File: src/source/x86_dec_defines.svh
`ifndef X86_DEC_DEFINES_SVH
`define X86_DEC_DEFINES_SVH

// fetch window, byte 0 sits in the top byte lane
`define WIN_BYTES 12

// displacement plus immediate bytes after modrm
`define FIELD_BYTES 8

// architectural register file
`define NUM_REGS 8
`define REG_W 32

// operand-size override
`define OPSIZE_PREFIX 8'h66

`endif

File: src/source/x86_dec_pkg.sv
package x86_dec_pkg;

   // supported primary opcodes
   typedef enum logic [7:0] {
      OP_GRP1_IV = 8'h81,
      OP_GRP1_IB = 8'h83,
      OP_LEA     = 8'h8d,
      OP_MOV_IV  = 8'hc7
   } opcode_e;

   // group-1 operation, taken straight from modrm reg
   // 2 and 3 (adc, sbb) have no entry
   typedef enum logic [2:0] {
      ALU_ADD = 3'd0,
      ALU_OR  = 3'd1,
      ALU_AND = 3'd4,
      ALU_SUB = 3'd5,
      ALU_XOR = 3'd6,
      ALU_CMP = 3'd7
   } alu_op_e;

   // what the execute stage does with the instruction
   typedef enum logic [1:0] {
      K_ALU,
      K_LEA,
      K_MOV_REG,
      K_MOV_STORE
   } insn_kind_e;

endpackage

File: src/source/stage_ifs.sv
`timescale 1ns/1ns
`include "x86_dec_defines.svh"

// decode stage to execute stage
interface decoded_if import x86_dec_pkg::*; ();
   logic                         valid;
   logic                         illegal;
   insn_kind_e                   kind;
   alu_op_e                      alu_op;
   logic                         size16;
   // destination register
   logic [$clog2(`NUM_REGS)-1:0] reg_idx;
   // base register for memory forms
   logic [$clog2(`NUM_REGS)-1:0] rm_idx;
   logic                         base_none;
   logic [`REG_W-1:0]            disp;
   logic [`REG_W-1:0]            imm;

   modport src (output valid, illegal, kind, alu_op, size16, reg_idx, rm_idx,
                base_none, disp, imm);
   modport dst (input valid, illegal, kind, alu_op, size16, reg_idx, rm_idx,
                base_none, disp, imm);
endinterface

// execute stage to result stage
interface exec_if ();
   logic                         valid;
   logic                         illegal;
   logic                         wb_en;
   logic [$clog2(`NUM_REGS)-1:0] wb_reg;
   logic [`REG_W-1:0]            result;
   logic                         flags_en;
   logic                         zf;
   logic                         sf;
   logic                         cf;
   logic                         st_valid;
   logic [`REG_W-1:0]            st_addr;
   logic [`REG_W-1:0]            st_data;
   logic                         size16;

   modport src (output valid, illegal, wb_en, wb_reg, result, flags_en, zf, sf, cf,
                st_valid, st_addr, st_data, size16);
   modport dst (input valid, illegal, wb_en, wb_reg, result, flags_en, zf, sf, cf,
                st_valid, st_addr, st_data, size16);
endinterface

// two asynchronous register file read ports
interface reg_read_if ();
   logic [$clog2(`NUM_REGS)-1:0] idx_a;
   logic [$clog2(`NUM_REGS)-1:0] idx_b;
   logic [`REG_W-1:0]            data_a;
   logic [`REG_W-1:0]            data_b;

   modport rd (output idx_a, idx_b, input data_a, data_b);
   modport rf (input idx_a, idx_b, output data_a, data_b);
endinterface

File: src/source/alu_execute.sv
`timescale 1ns/1ns
`include "x86_dec_defines.svh"

module alu_execute import x86_dec_pkg::*; (
   input  logic   clk,
   input  logic   arst_n,
   decoded_if.dst dec,
   reg_read_if.rd rd,
   exec_if.src    ex
);

   logic [`REG_W-1:0] dst_val;
   logic [`REG_W-1:0] base_val;
   logic [`REG_W-1:0] ea;
   logic [`REG_W:0]   sum;
   logic [`REG_W:0]   diff;
   logic [`REG_W-1:0] alu_res;
   logic [`REG_W-1:0] res;
   logic              cy;
   logic              live;

   assign rd.idx_a = dec.reg_idx;
   assign rd.idx_b = dec.rm_idx;

   // bypass the write still waiting in exec_if
   assign dst_val  = (ex.valid && ex.wb_en && ex.wb_reg == dec.reg_idx) ? ex.result
                                                                         : rd.data_a;
   assign base_val = (ex.valid && ex.wb_en && ex.wb_reg == dec.rm_idx) ? ex.result
                                                                        : rd.data_b;
   assign ea       = (dec.base_none ? '0 : base_val) + dec.disp;

   assign sum  = {1'b0, dst_val} + {1'b0, dec.imm};
   assign diff = {1'b0, dst_val} - {1'b0, dec.imm};

   always_comb begin
      cy = 1'b0;
      case (dec.alu_op)
         ALU_OR:  alu_res = dst_val | dec.imm;
         ALU_AND: alu_res = dst_val & dec.imm;
         ALU_XOR: alu_res = dst_val ^ dec.imm;
         ALU_SUB, ALU_CMP: begin
            alu_res = diff[`REG_W-1:0];
            // borrow into bit 16 falls out of the full-width difference
            cy = dec.size16 ? diff[16] ^ dst_val[16] ^ dec.imm[16] : diff[`REG_W];
         end
         default: begin
            alu_res = sum[`REG_W-1:0];
            cy = dec.size16 ? sum[16] ^ dst_val[16] ^ dec.imm[16] : sum[`REG_W];
         end
      endcase
   end

   // 16-bit ops leave the upper half alone
   assign res  = dec.size16 ? {dst_val[`REG_W-1:16], alu_res[15:0]} : alu_res;
   assign live = dec.valid && !dec.illegal;

   always_ff @(posedge clk or negedge arst_n) begin
      if (!arst_n) begin
         ex.valid    <= 1'b0;
         ex.wb_en    <= 1'b0;
         ex.flags_en <= 1'b0;
         ex.st_valid <= 1'b0;
      end else begin
         ex.valid    <= dec.valid;
         ex.wb_en    <= live && (dec.kind == K_LEA || dec.kind == K_MOV_REG ||
                                 (dec.kind == K_ALU && dec.alu_op != ALU_CMP));
         ex.flags_en <= live && dec.kind == K_ALU;
         ex.st_valid <= live && dec.kind == K_MOV_STORE;
      end
   end

   always_ff @(posedge clk) begin
      ex.illegal <= dec.illegal;
      ex.wb_reg  <= dec.reg_idx;
      ex.size16  <= dec.size16;
      ex.zf      <= dec.size16 ? res[15:0] == '0 : res == '0;
      ex.sf      <= dec.size16 ? res[15] : res[`REG_W-1];
      ex.cf      <= cy;
      ex.st_addr <= ea;
      ex.st_data <= dec.imm;
      case (dec.kind)
         K_ALU:   ex.result <= res;
         K_LEA:   ex.result <= ea;
         default: ex.result <= dec.imm;
      endcase
   end

endmodule

File: src/source/imm_disp_separate.sv
`timescale 1ns/1ns
`include "x86_dec_defines.svh"

module imm_disp_separate (
   input  logic [8*`FIELD_BYTES-1:0] field_bytes,
   input  logic [2:0]                imm_bytes,
   input  logic [2:0]                disp_bytes,
   output logic [31:0]               disp,
   output logic [31:0]               imm
);

   logic [8*`FIELD_BYTES-1:0] swapped;
   logic [8*`FIELD_BYTES-1:0] imm_shift;

   // keep len bytes, a lone byte is sign-extended
   function automatic logic [31:0] extend(input logic [31:0] raw, input logic [2:0] len);
      logic [31:0] res;
      case (len)
         3'd1:    res = {{24{raw[7]}}, raw[7:0]};
         3'd2:    res = {16'h0000, raw[15:0]};
         3'd4:    res = raw;
         default: res = '0;
      endcase
      return res;
   endfunction

   // little endian fields, first fetched byte becomes the lsb
   always_comb begin
      for (int i = 0; i < `FIELD_BYTES; i++) begin
         swapped[8*i +: 8] = field_bytes[8*(`FIELD_BYTES-1-i) +: 8];
      end
   end

   // immediate starts right after the displacement
   assign imm_shift = swapped >> {disp_bytes, 3'b000};

   assign disp = extend(swapped[31:0], disp_bytes);
   assign imm  = extend(imm_shift[31:0], imm_bytes);

endmodule

File: src/source/insn_decode.sv
`timescale 1ns/1ns
`include "x86_dec_defines.svh"

module insn_decode import x86_dec_pkg::*; (
   input  logic                    clk,
   input  logic                    arst_n,
   input  logic                    insn_valid,
   input  logic [8*`WIN_BYTES-1:0] insn_bytes,
   decoded_if.src                  dec
);

   localparam int TOP = 8*`WIN_BYTES - 1;

   logic                      has_pfx;
   logic [8*`WIN_BYTES-1:0]   win;
   opcode_e                   opc;
   logic [1:0]                mod_f;
   logic [2:0]                reg_f;
   logic [2:0]                rm_f;
   logic                      reg_form;
   logic [8*`FIELD_BYTES-1:0] field;
   logic [2:0]                disp_len;
   logic [2:0]                imm_len;
   logic                      illegal_c;
   insn_kind_e                kind_c;
   logic [31:0]               disp_c;
   logic [31:0]               imm_c;

   assign has_pfx = insn_bytes[TOP -: 8] == `OPSIZE_PREFIX;

   // drop the prefix so opcode and modrm line up at the top
   assign win      = has_pfx ? insn_bytes << 8 : insn_bytes;
   assign opc      = opcode_e'(win[TOP -: 8]);
   assign mod_f    = win[TOP-8 -: 2];
   assign reg_f    = win[TOP-10 -: 3];
   assign rm_f     = win[TOP-13 -: 3];
   assign field    = win[TOP-16 -: 8*`FIELD_BYTES];
   assign reg_form = mod_f == 2'b11;

   // mod 00 rm 101 is an absolute disp32
   always_comb begin
      case (mod_f)
         2'b00:   disp_len = (rm_f == 3'b101) ? 3'd4 : 3'd0;
         2'b01:   disp_len = 3'd1;
         2'b10:   disp_len = 3'd4;
         default: disp_len = 3'd0;
      endcase
   end

   always_comb begin
      kind_c    = K_ALU;
      imm_len   = has_pfx ? 3'd2 : 3'd4;
      illegal_c = 1'b1;
      case (opc)
         OP_GRP1_IV: begin
            illegal_c = !reg_form || reg_f == 3'd2 || reg_f == 3'd3;
         end
         OP_GRP1_IB: begin
            // imm8 sign-extended for either operand size
            imm_len   = 3'd1;
            illegal_c = !reg_form || reg_f == 3'd2 || reg_f == 3'd3;
         end
         OP_LEA: begin
            kind_c    = K_LEA;
            imm_len   = 3'd0;
            illegal_c = reg_form;
         end
         OP_MOV_IV: begin
            kind_c    = reg_form ? K_MOV_REG : K_MOV_STORE;
            illegal_c = reg_f != 3'd0;
         end
         default: begin
            illegal_c = 1'b1;
         end
      endcase
      // sib byte not supported
      if (!reg_form && rm_f == 3'b100) begin
         illegal_c = 1'b1;
      end
   end

   imm_disp_separate u_separate (
      .field_bytes (field),
      .imm_bytes   (imm_len),
      .disp_bytes  (disp_len),
      .disp        (disp_c),
      .imm         (imm_c)
   );

   always_ff @(posedge clk or negedge arst_n) begin
      if (!arst_n) begin
         dec.valid <= 1'b0;
      end else begin
         dec.valid <= insn_valid;
      end
   end

   always_ff @(posedge clk) begin
      dec.illegal   <= illegal_c;
      dec.kind      <= kind_c;
      dec.alu_op    <= alu_op_e'(reg_f);
      dec.size16    <= has_pfx;
      // lea writes modrm reg, every other form writes modrm rm
      dec.reg_idx   <= (opc == OP_LEA) ? reg_f : rm_f;
      dec.rm_idx    <= rm_f;
      dec.base_none <= mod_f == 2'b00 && rm_f == 3'b101;
      dec.disp      <= disp_c;
      dec.imm       <= imm_c;
   end

endmodule

File: src/source/result_writeback.sv
`timescale 1ns/1ns
`include "x86_dec_defines.svh"

module result_writeback (
   input  logic                         clk,
   input  logic                         arst_n,
   exec_if.dst                          ex,
   reg_read_if.rf                       rf,
   output logic                         retire_valid,
   output logic                         retire_illegal,
   output logic                         wb_en,
   output logic [$clog2(`NUM_REGS)-1:0] wb_reg,
   output logic [`REG_W-1:0]            wb_data,
   output logic                         zf,
   output logic                         sf,
   output logic                         cf,
   output logic                         st_valid,
   output logic [`REG_W-1:0]            st_addr,
   output logic [`REG_W-1:0]            st_data,
   output logic                         st_size16
);

   logic [`REG_W-1:0] regs [`NUM_REGS];
   logic              commit;

   // read ports see the file before this cycle's write
   assign rf.data_a = regs[rf.idx_a];
   assign rf.data_b = regs[rf.idx_b];

   // an illegal instruction retires but touches no state
   assign commit = ex.valid && !ex.illegal;

   always_ff @(posedge clk or negedge arst_n) begin
      if (!arst_n) begin
         for (int i = 0; i < `NUM_REGS; i++) begin
            regs[i] <= '0;
         end
         zf             <= 1'b0;
         sf             <= 1'b0;
         cf             <= 1'b0;
         retire_valid   <= 1'b0;
         retire_illegal <= 1'b0;
         wb_en          <= 1'b0;
         st_valid       <= 1'b0;
      end else begin
         if (commit && ex.wb_en) begin
            regs[ex.wb_reg] <= ex.result;
         end
         if (commit && ex.flags_en) begin
            zf <= ex.zf;
            sf <= ex.sf;
            cf <= ex.cf;
         end
         retire_valid   <= ex.valid;
         retire_illegal <= ex.valid && ex.illegal;
         wb_en          <= commit && ex.wb_en;
         st_valid       <= commit && ex.st_valid;
      end
   end

   // retire payload, qualified by the strobes above
   always_ff @(posedge clk) begin
      wb_reg    <= ex.wb_reg;
      wb_data   <= ex.result;
      st_addr   <= ex.st_addr;
      st_data   <= ex.st_data;
      st_size16 <= ex.size16;
   end

endmodule

File: src/source/x86_alu_core.sv
`timescale 1ns/1ns
`include "x86_dec_defines.svh"

module x86_alu_core (
   input  logic                         clk,
   input  logic                         arst_n,
   input  logic                         insn_valid,
   input  logic [8*`WIN_BYTES-1:0]      insn_bytes,
   output logic                         retire_valid,
   output logic                         retire_illegal,
   output logic                         wb_en,
   output logic [$clog2(`NUM_REGS)-1:0] wb_reg,
   output logic [`REG_W-1:0]            wb_data,
   output logic                         zf,
   output logic                         sf,
   output logic                         cf,
   output logic                         st_valid,
   output logic [`REG_W-1:0]            st_addr,
   output logic [`REG_W-1:0]            st_data,
   output logic                         st_size16
);

   decoded_if  dec_bus ();
   exec_if     ex_bus ();
   reg_read_if rr_bus ();

   // decode -> execute -> result, one instruction per stage
   insn_decode u_decode (
      .clk        (clk),
      .arst_n     (arst_n),
      .insn_valid (insn_valid),
      .insn_bytes (insn_bytes),
      .dec        (dec_bus.src)
   );

   alu_execute u_execute (
      .clk    (clk),
      .arst_n (arst_n),
      .dec    (dec_bus.dst),
      .rd     (rr_bus.rd),
      .ex     (ex_bus.src)
   );

   result_writeback u_result (
      .clk            (clk),
      .arst_n         (arst_n),
      .ex             (ex_bus.dst),
      .rf             (rr_bus.rf),
      .retire_valid   (retire_valid),
      .retire_illegal (retire_illegal),
      .wb_en          (wb_en),
      .wb_reg         (wb_reg),
      .wb_data        (wb_data),
      .zf             (zf),
      .sf             (sf),
      .cf             (cf),
      .st_valid       (st_valid),
      .st_addr        (st_addr),
      .st_data        (st_data),
      .st_size16      (st_size16)
   );

endmodule

File: config.mk
export PLATFORM = sky130hd
export DESIGN_NAME = x86_alu_core
export DESIGN_NICKNAME = d
export VERILOG_FILES = /design/src/source/x86_dec_pkg.sv /design/src/source/stage_ifs.sv /design/src/source/alu_execute.sv /design/src/source/imm_disp_separate.sv /design/src/source/insn_decode.sv /design/src/source/result_writeback.sv /design/src/source/x86_alu_core.sv
export VERILOG_INCLUDE_DIRS = /design/src /design/src/source
export SDC_FILE = /design/constraint.sdc
export NUM_CORES = 1
export LEC_CHECK = 0
export BUFFER_PORTS_ARGS = -buffer_cell sky130_fd_sc_hd__buf_2
export CORE_MARGIN = 2
export CORE_UTILIZATION = 30
export CTS_CLUSTER_DIAMETER = 200
export DETAILED_ROUTE_END_ITERATION = 16
export GPL_TIMING_DRIVEN = 0
export PLACE_DENSITY = 0.47
export SYNTH_ARGS = -nofsm -noshare
export SYNTH_HDL_FRONTEND = slang
export SYNTH_SLANG_ARGS = --single-unit
File: constraint.sdc
create_clock -name clk -period 19.5 [get_ports clk]
set_input_delay 3.9 -clock clk [delete_from_list [all_inputs] [get_ports clk]]
set_output_delay 3.9 -clock clk [all_outputs]
set_load 0.02 [all_outputs]
==> impl_metrics.env <==
export IMPL_grt_busiest_layer="met2"
export IMPL_stdcell_area_sq_mm=0.0355
export IMPL_synth_top_area_cell="dfrtp_1"
export IMPL_grtUsageMet2=0.373
export IMPL_vias=25100
export IMPL_final_nets=3465
export IMPL_ir_worst_vdd_v=0.0000534
export IMPL_top_register="u_result.regs"
export IMPL_post_cts_setup_buffers=0
export IMPL_worstPathRequired_ns=19.96
export IMPL_utilization=0.354
export IMPL_fin_setup_tns_ns=0
export IMPL_dpl_hpwl_mm=93.6
export IMPL_drtAntennaViolNets=0
export IMPL_core_area_sq_mm=0.100
export IMPL_whs_ns=0.324
export IMPL_finalClockSkew_ns=0.0420
export IMPL_max_cap_viol_count=0
export IMPL_overflow=0
export IMPL_dr_pass1_iters=6
export IMPL_finalCritPeriodShare=0.497
export IMPL_path_class="reg2reg"
export IMPL_relSlewSlack=0.0787
export IMPL_syn_inst=2964
export IMPL_ys_top_cells_by_area="dfrtp_1 22%, dfxtp_1 19%, mux2_2 9.7%"
export IMPL_port_buffers=197
export IMPL_yosys_warnings=0
export IMPL_synth_top_area_share=0.220
export IMPL_largest_reg_flops=256
export IMPL_ys_seq_area_frac=0.406
export IMPL_die_area_sq_mm=0.104
export IMPL_start_util=0.304
export IMPL_cts_buffers=66
export IMPL_syn_to_final_growth_pct=16.8
export IMPL_cts_clk_slew_worst_paths_ns=0.06
export IMPL_wire_per_inst_um=26.2
export IMPL_use_met1=0.306
export IMPL_cp_data_arrival_time_ns=10.14
export IMPL_synth_main_ff_cell="dfxtp_1"
export IMPL_p_leak_nw=16.2
export IMPL_synth_edff_count=0
export IMPL_htreeDepth=3
export IMPL_clock_sinks=550
export IMPL_drt_iter0_drc=2314
export IMPL_hold_depth=0
export IMPL_outcome="finished clean"
export IMPL_cp_end_kind="register"
export IMPL_core_rowCount=116
export IMPL_worstPathMaxFanout=10
export IMPL_cp_start_kind="register"
export IMPL_io_pins=206
export IMPL_grt_max_degree=98
export IMPL_grt_pass1_vias=24800
export IMPL_cts_tree="yes"
export IMPL_dieWidth_um=323
export IMPL_finalWirelength_mm=122
export IMPL_finalSetupViolations=0
export IMPL_reg2reg_depth=20
export IMPL_multiInputGateArea_sq_mm=0.0167
export IMPL_grt_use_total=0.231
export IMPL_seqCellArea_sq_mm=0.0124
export IMPL_syn_area_per_cell_sq_um=10.3
export IMPL_synthArstFlopShare=0.487
export IMPL_period_minus_slack_ns=9.69
export IMPL_clock_latency_ns=0.65
export IMPL_post_cts_resized=0
export IMPL_clockRootBuffer="clkbuf_16"
export IMPL_worstMarginPinSlew_ns=1.38
export IMPL_gp_congestion=0.978
export IMPL_hold_path_class="reg2reg"
export IMPL_drive_above_1_share=0.242
export IMPL_antenna_found_initial=7
export IMPL_power_mw=2.98
export IMPL_met3_usage=0.0382
export IMPL_holdBufCountCts=0
export IMPL_synth_distinct_cells=100
export IMPL_max_freq_ghz=0.103
export IMPL_nFillCells=10200
export IMPL_syn_num_nets=3198
export IMPL_drv_slew=0
export IMPL_postSynthRegisterBits=550
export IMPL_finalHoldViolations=0
export IMPL_fp_dieH_um=323
export IMPL_rsz0062_at_grt="false"
export IMPL_netlist_area_sq_mm=0.0304
export IMPL_vias_per_cell=5.41
export IMPL_grt_pass1_wl_mm=175
export IMPL_cts_buffer_depth=3
export IMPL_drc=0
export IMPL_p_per_area_mw_per_mm2=83.8
export IMPL_placed_area_sq_mm=0.0332
## worst paths after layout
check	start	to	slack, ns
worst max-delay path	u_decode.dec.reg_idx[1]	u_execute.ex.zf	9.81
worst min-delay path	u_execute.ex.st_addr[19]	u_result.st_addr[19]	0.32
worst max register to register	u_decode.dec.reg_idx[1]	u_execute.ex.zf	9.81
worst min register to register	u_execute.ex.st_addr[19]	u_result.st_addr[19]	0.32
max in group asynchronous	arst_n	u_result.sf	15.09
min in group asynchronous	arst_n	u_result.regs[34]	3.28
## placed cells by master (no fill, tap or decap), types with 15 or more instances in the layout
| cell | Yosys | routed |
|---|---|---|
| o31ai_1 | 15 | 15 |
| mux4_2 | 128 | 128 |
| mux2i_1 | 90 | 90 |
| buf_2 | 20 | 216 |
| mux2_2 | 263 | 263 |
| inv_1 | 122 | 122 |
| a211oi_1 | 52 | 52 |
| dfrtp_1 | 268 | 268 |
| o22ai_1 | 61 | 61 |
| nand2_1 | 306 | 306 |
| a22oi_1 | 32 | 32 |
| o21ai_0 | 107 | 107 |
| buf_1 | 39 | 38 |
| o221ai_1 | 16 | 16 |
| nand2b_1 | 22 | 22 |
| nand4_1 | 16 | 16 |
| xnor2_1 | 33 | 33 |
| nand3_1 | 29 | 29 |
| clkbuf_16 | 0 | 68 |
| dfxtp_1 | 282 | 282 |
| o21a_1 | 18 | 18 |
| a21oi_1 | 162 | 162 |
| a21o_1 | 38 | 38 |
| clkbuf_2 | 31 | 33 |
| clkbuf_1 | 127 | 132 |
| nor2_1 | 208 | 208 |
| nor3_1 | 71 | 71 |
| ha_1 | 132 | 132 |
## report_power, final
group	switching, mW	leakage [nW]	internal [mW]	total (mW)
sequential	0.0545	6.08	1.19	1.25
clock	0.525	1.14	0.801	1.33
combinational	0.287	9.02	0.120	0.407
## synth_stat cells, drive strengths merged, types with 7 or more instances
master,number
o211ai,14
o31ai,15
buf,64
o21a,18
o221a,8
o221ai,16
a211oi,52
xnor2,33
nor2,210
clkbuf,158
o21bai,14
o22ai,61
nand2,306
a21o,38
mux4,128
and2,7
nand3b,7
xor2,14
mux2,263
nor4,16
a31oi,15
a221oi,9
nor3,71
a221o,7
or4,7
nand2b,23
o31a,7
mux2i,90
a22oi,32
nor2b,13
ha,132
dfxtp,282
and3,14
o21ai,109
inv,125
dfrtp,268
a21oi,162
nand3,29
nand4,16
## stage by stage
step | setup WS [ns] | std cells
final | 9.81 | 4647
after detailed placement | 10.02 | 4520
after global placement | 9.07 | 4518
after floorplan | 12.48 | 2964
after global routing | 9.62 | 4641
after CTS | 9.99 | 4640
## cell families (layout without fill, tap and decap cells)
group	count (synthesis)	count (layout)	share of synthesized area
simple gates	750	750	0.111
xor+xnor	47	47	0.0135
mux	481	481	0.222
fa+ha+maj	135	135	0.0562
compound gates	654	654	0.146
flops	550	550	0.406
buf+inv	347	666	0.0456
other cells	0	7	0
## area by class of cell
class                   instances  share of cell area
plain buffers                 222              0.0259
well taps                    1357              0.0478
clock buffers                  84              0.0524
repair buffers                199              0.0296
multi-input cells            2067               0.470
inverters                     125              0.0132
clock inverters                36              0.0133
diodes                          7            0.000493
flip-flops and latches        550               0.347
## worst max-delay path, cell delays in order (launching register included)
cell and delay (ns):
dfxtp_1 0.39, clkbuf_1 0.66, clkbuf_1 0.66, clkbuf_1 0.59
clkbuf_1 0.67, clkbuf_1 0.82, mux4_2 0.36, mux2i_1 0.10
o21ai_0 0.86, ha_1 0.41, and2b_1 0.25, o211ai_2 0.20
and2_1 0.24, a221oi_1 0.28, o221ai_1 0.25, or4_1 0.60
or4_1 0.45, nor4_2 0.50, nand4bb_1 0.19, or4_1 0.48
o41ai_2 0.51
## routing by layer
layer  share of wire  vias up
met5         0.00018        -
met4           0.045        4
met3           0.066      211
met2            0.46      969
met1            0.43    12600
li1                -    11400
(Power assumes the default switching activity.)
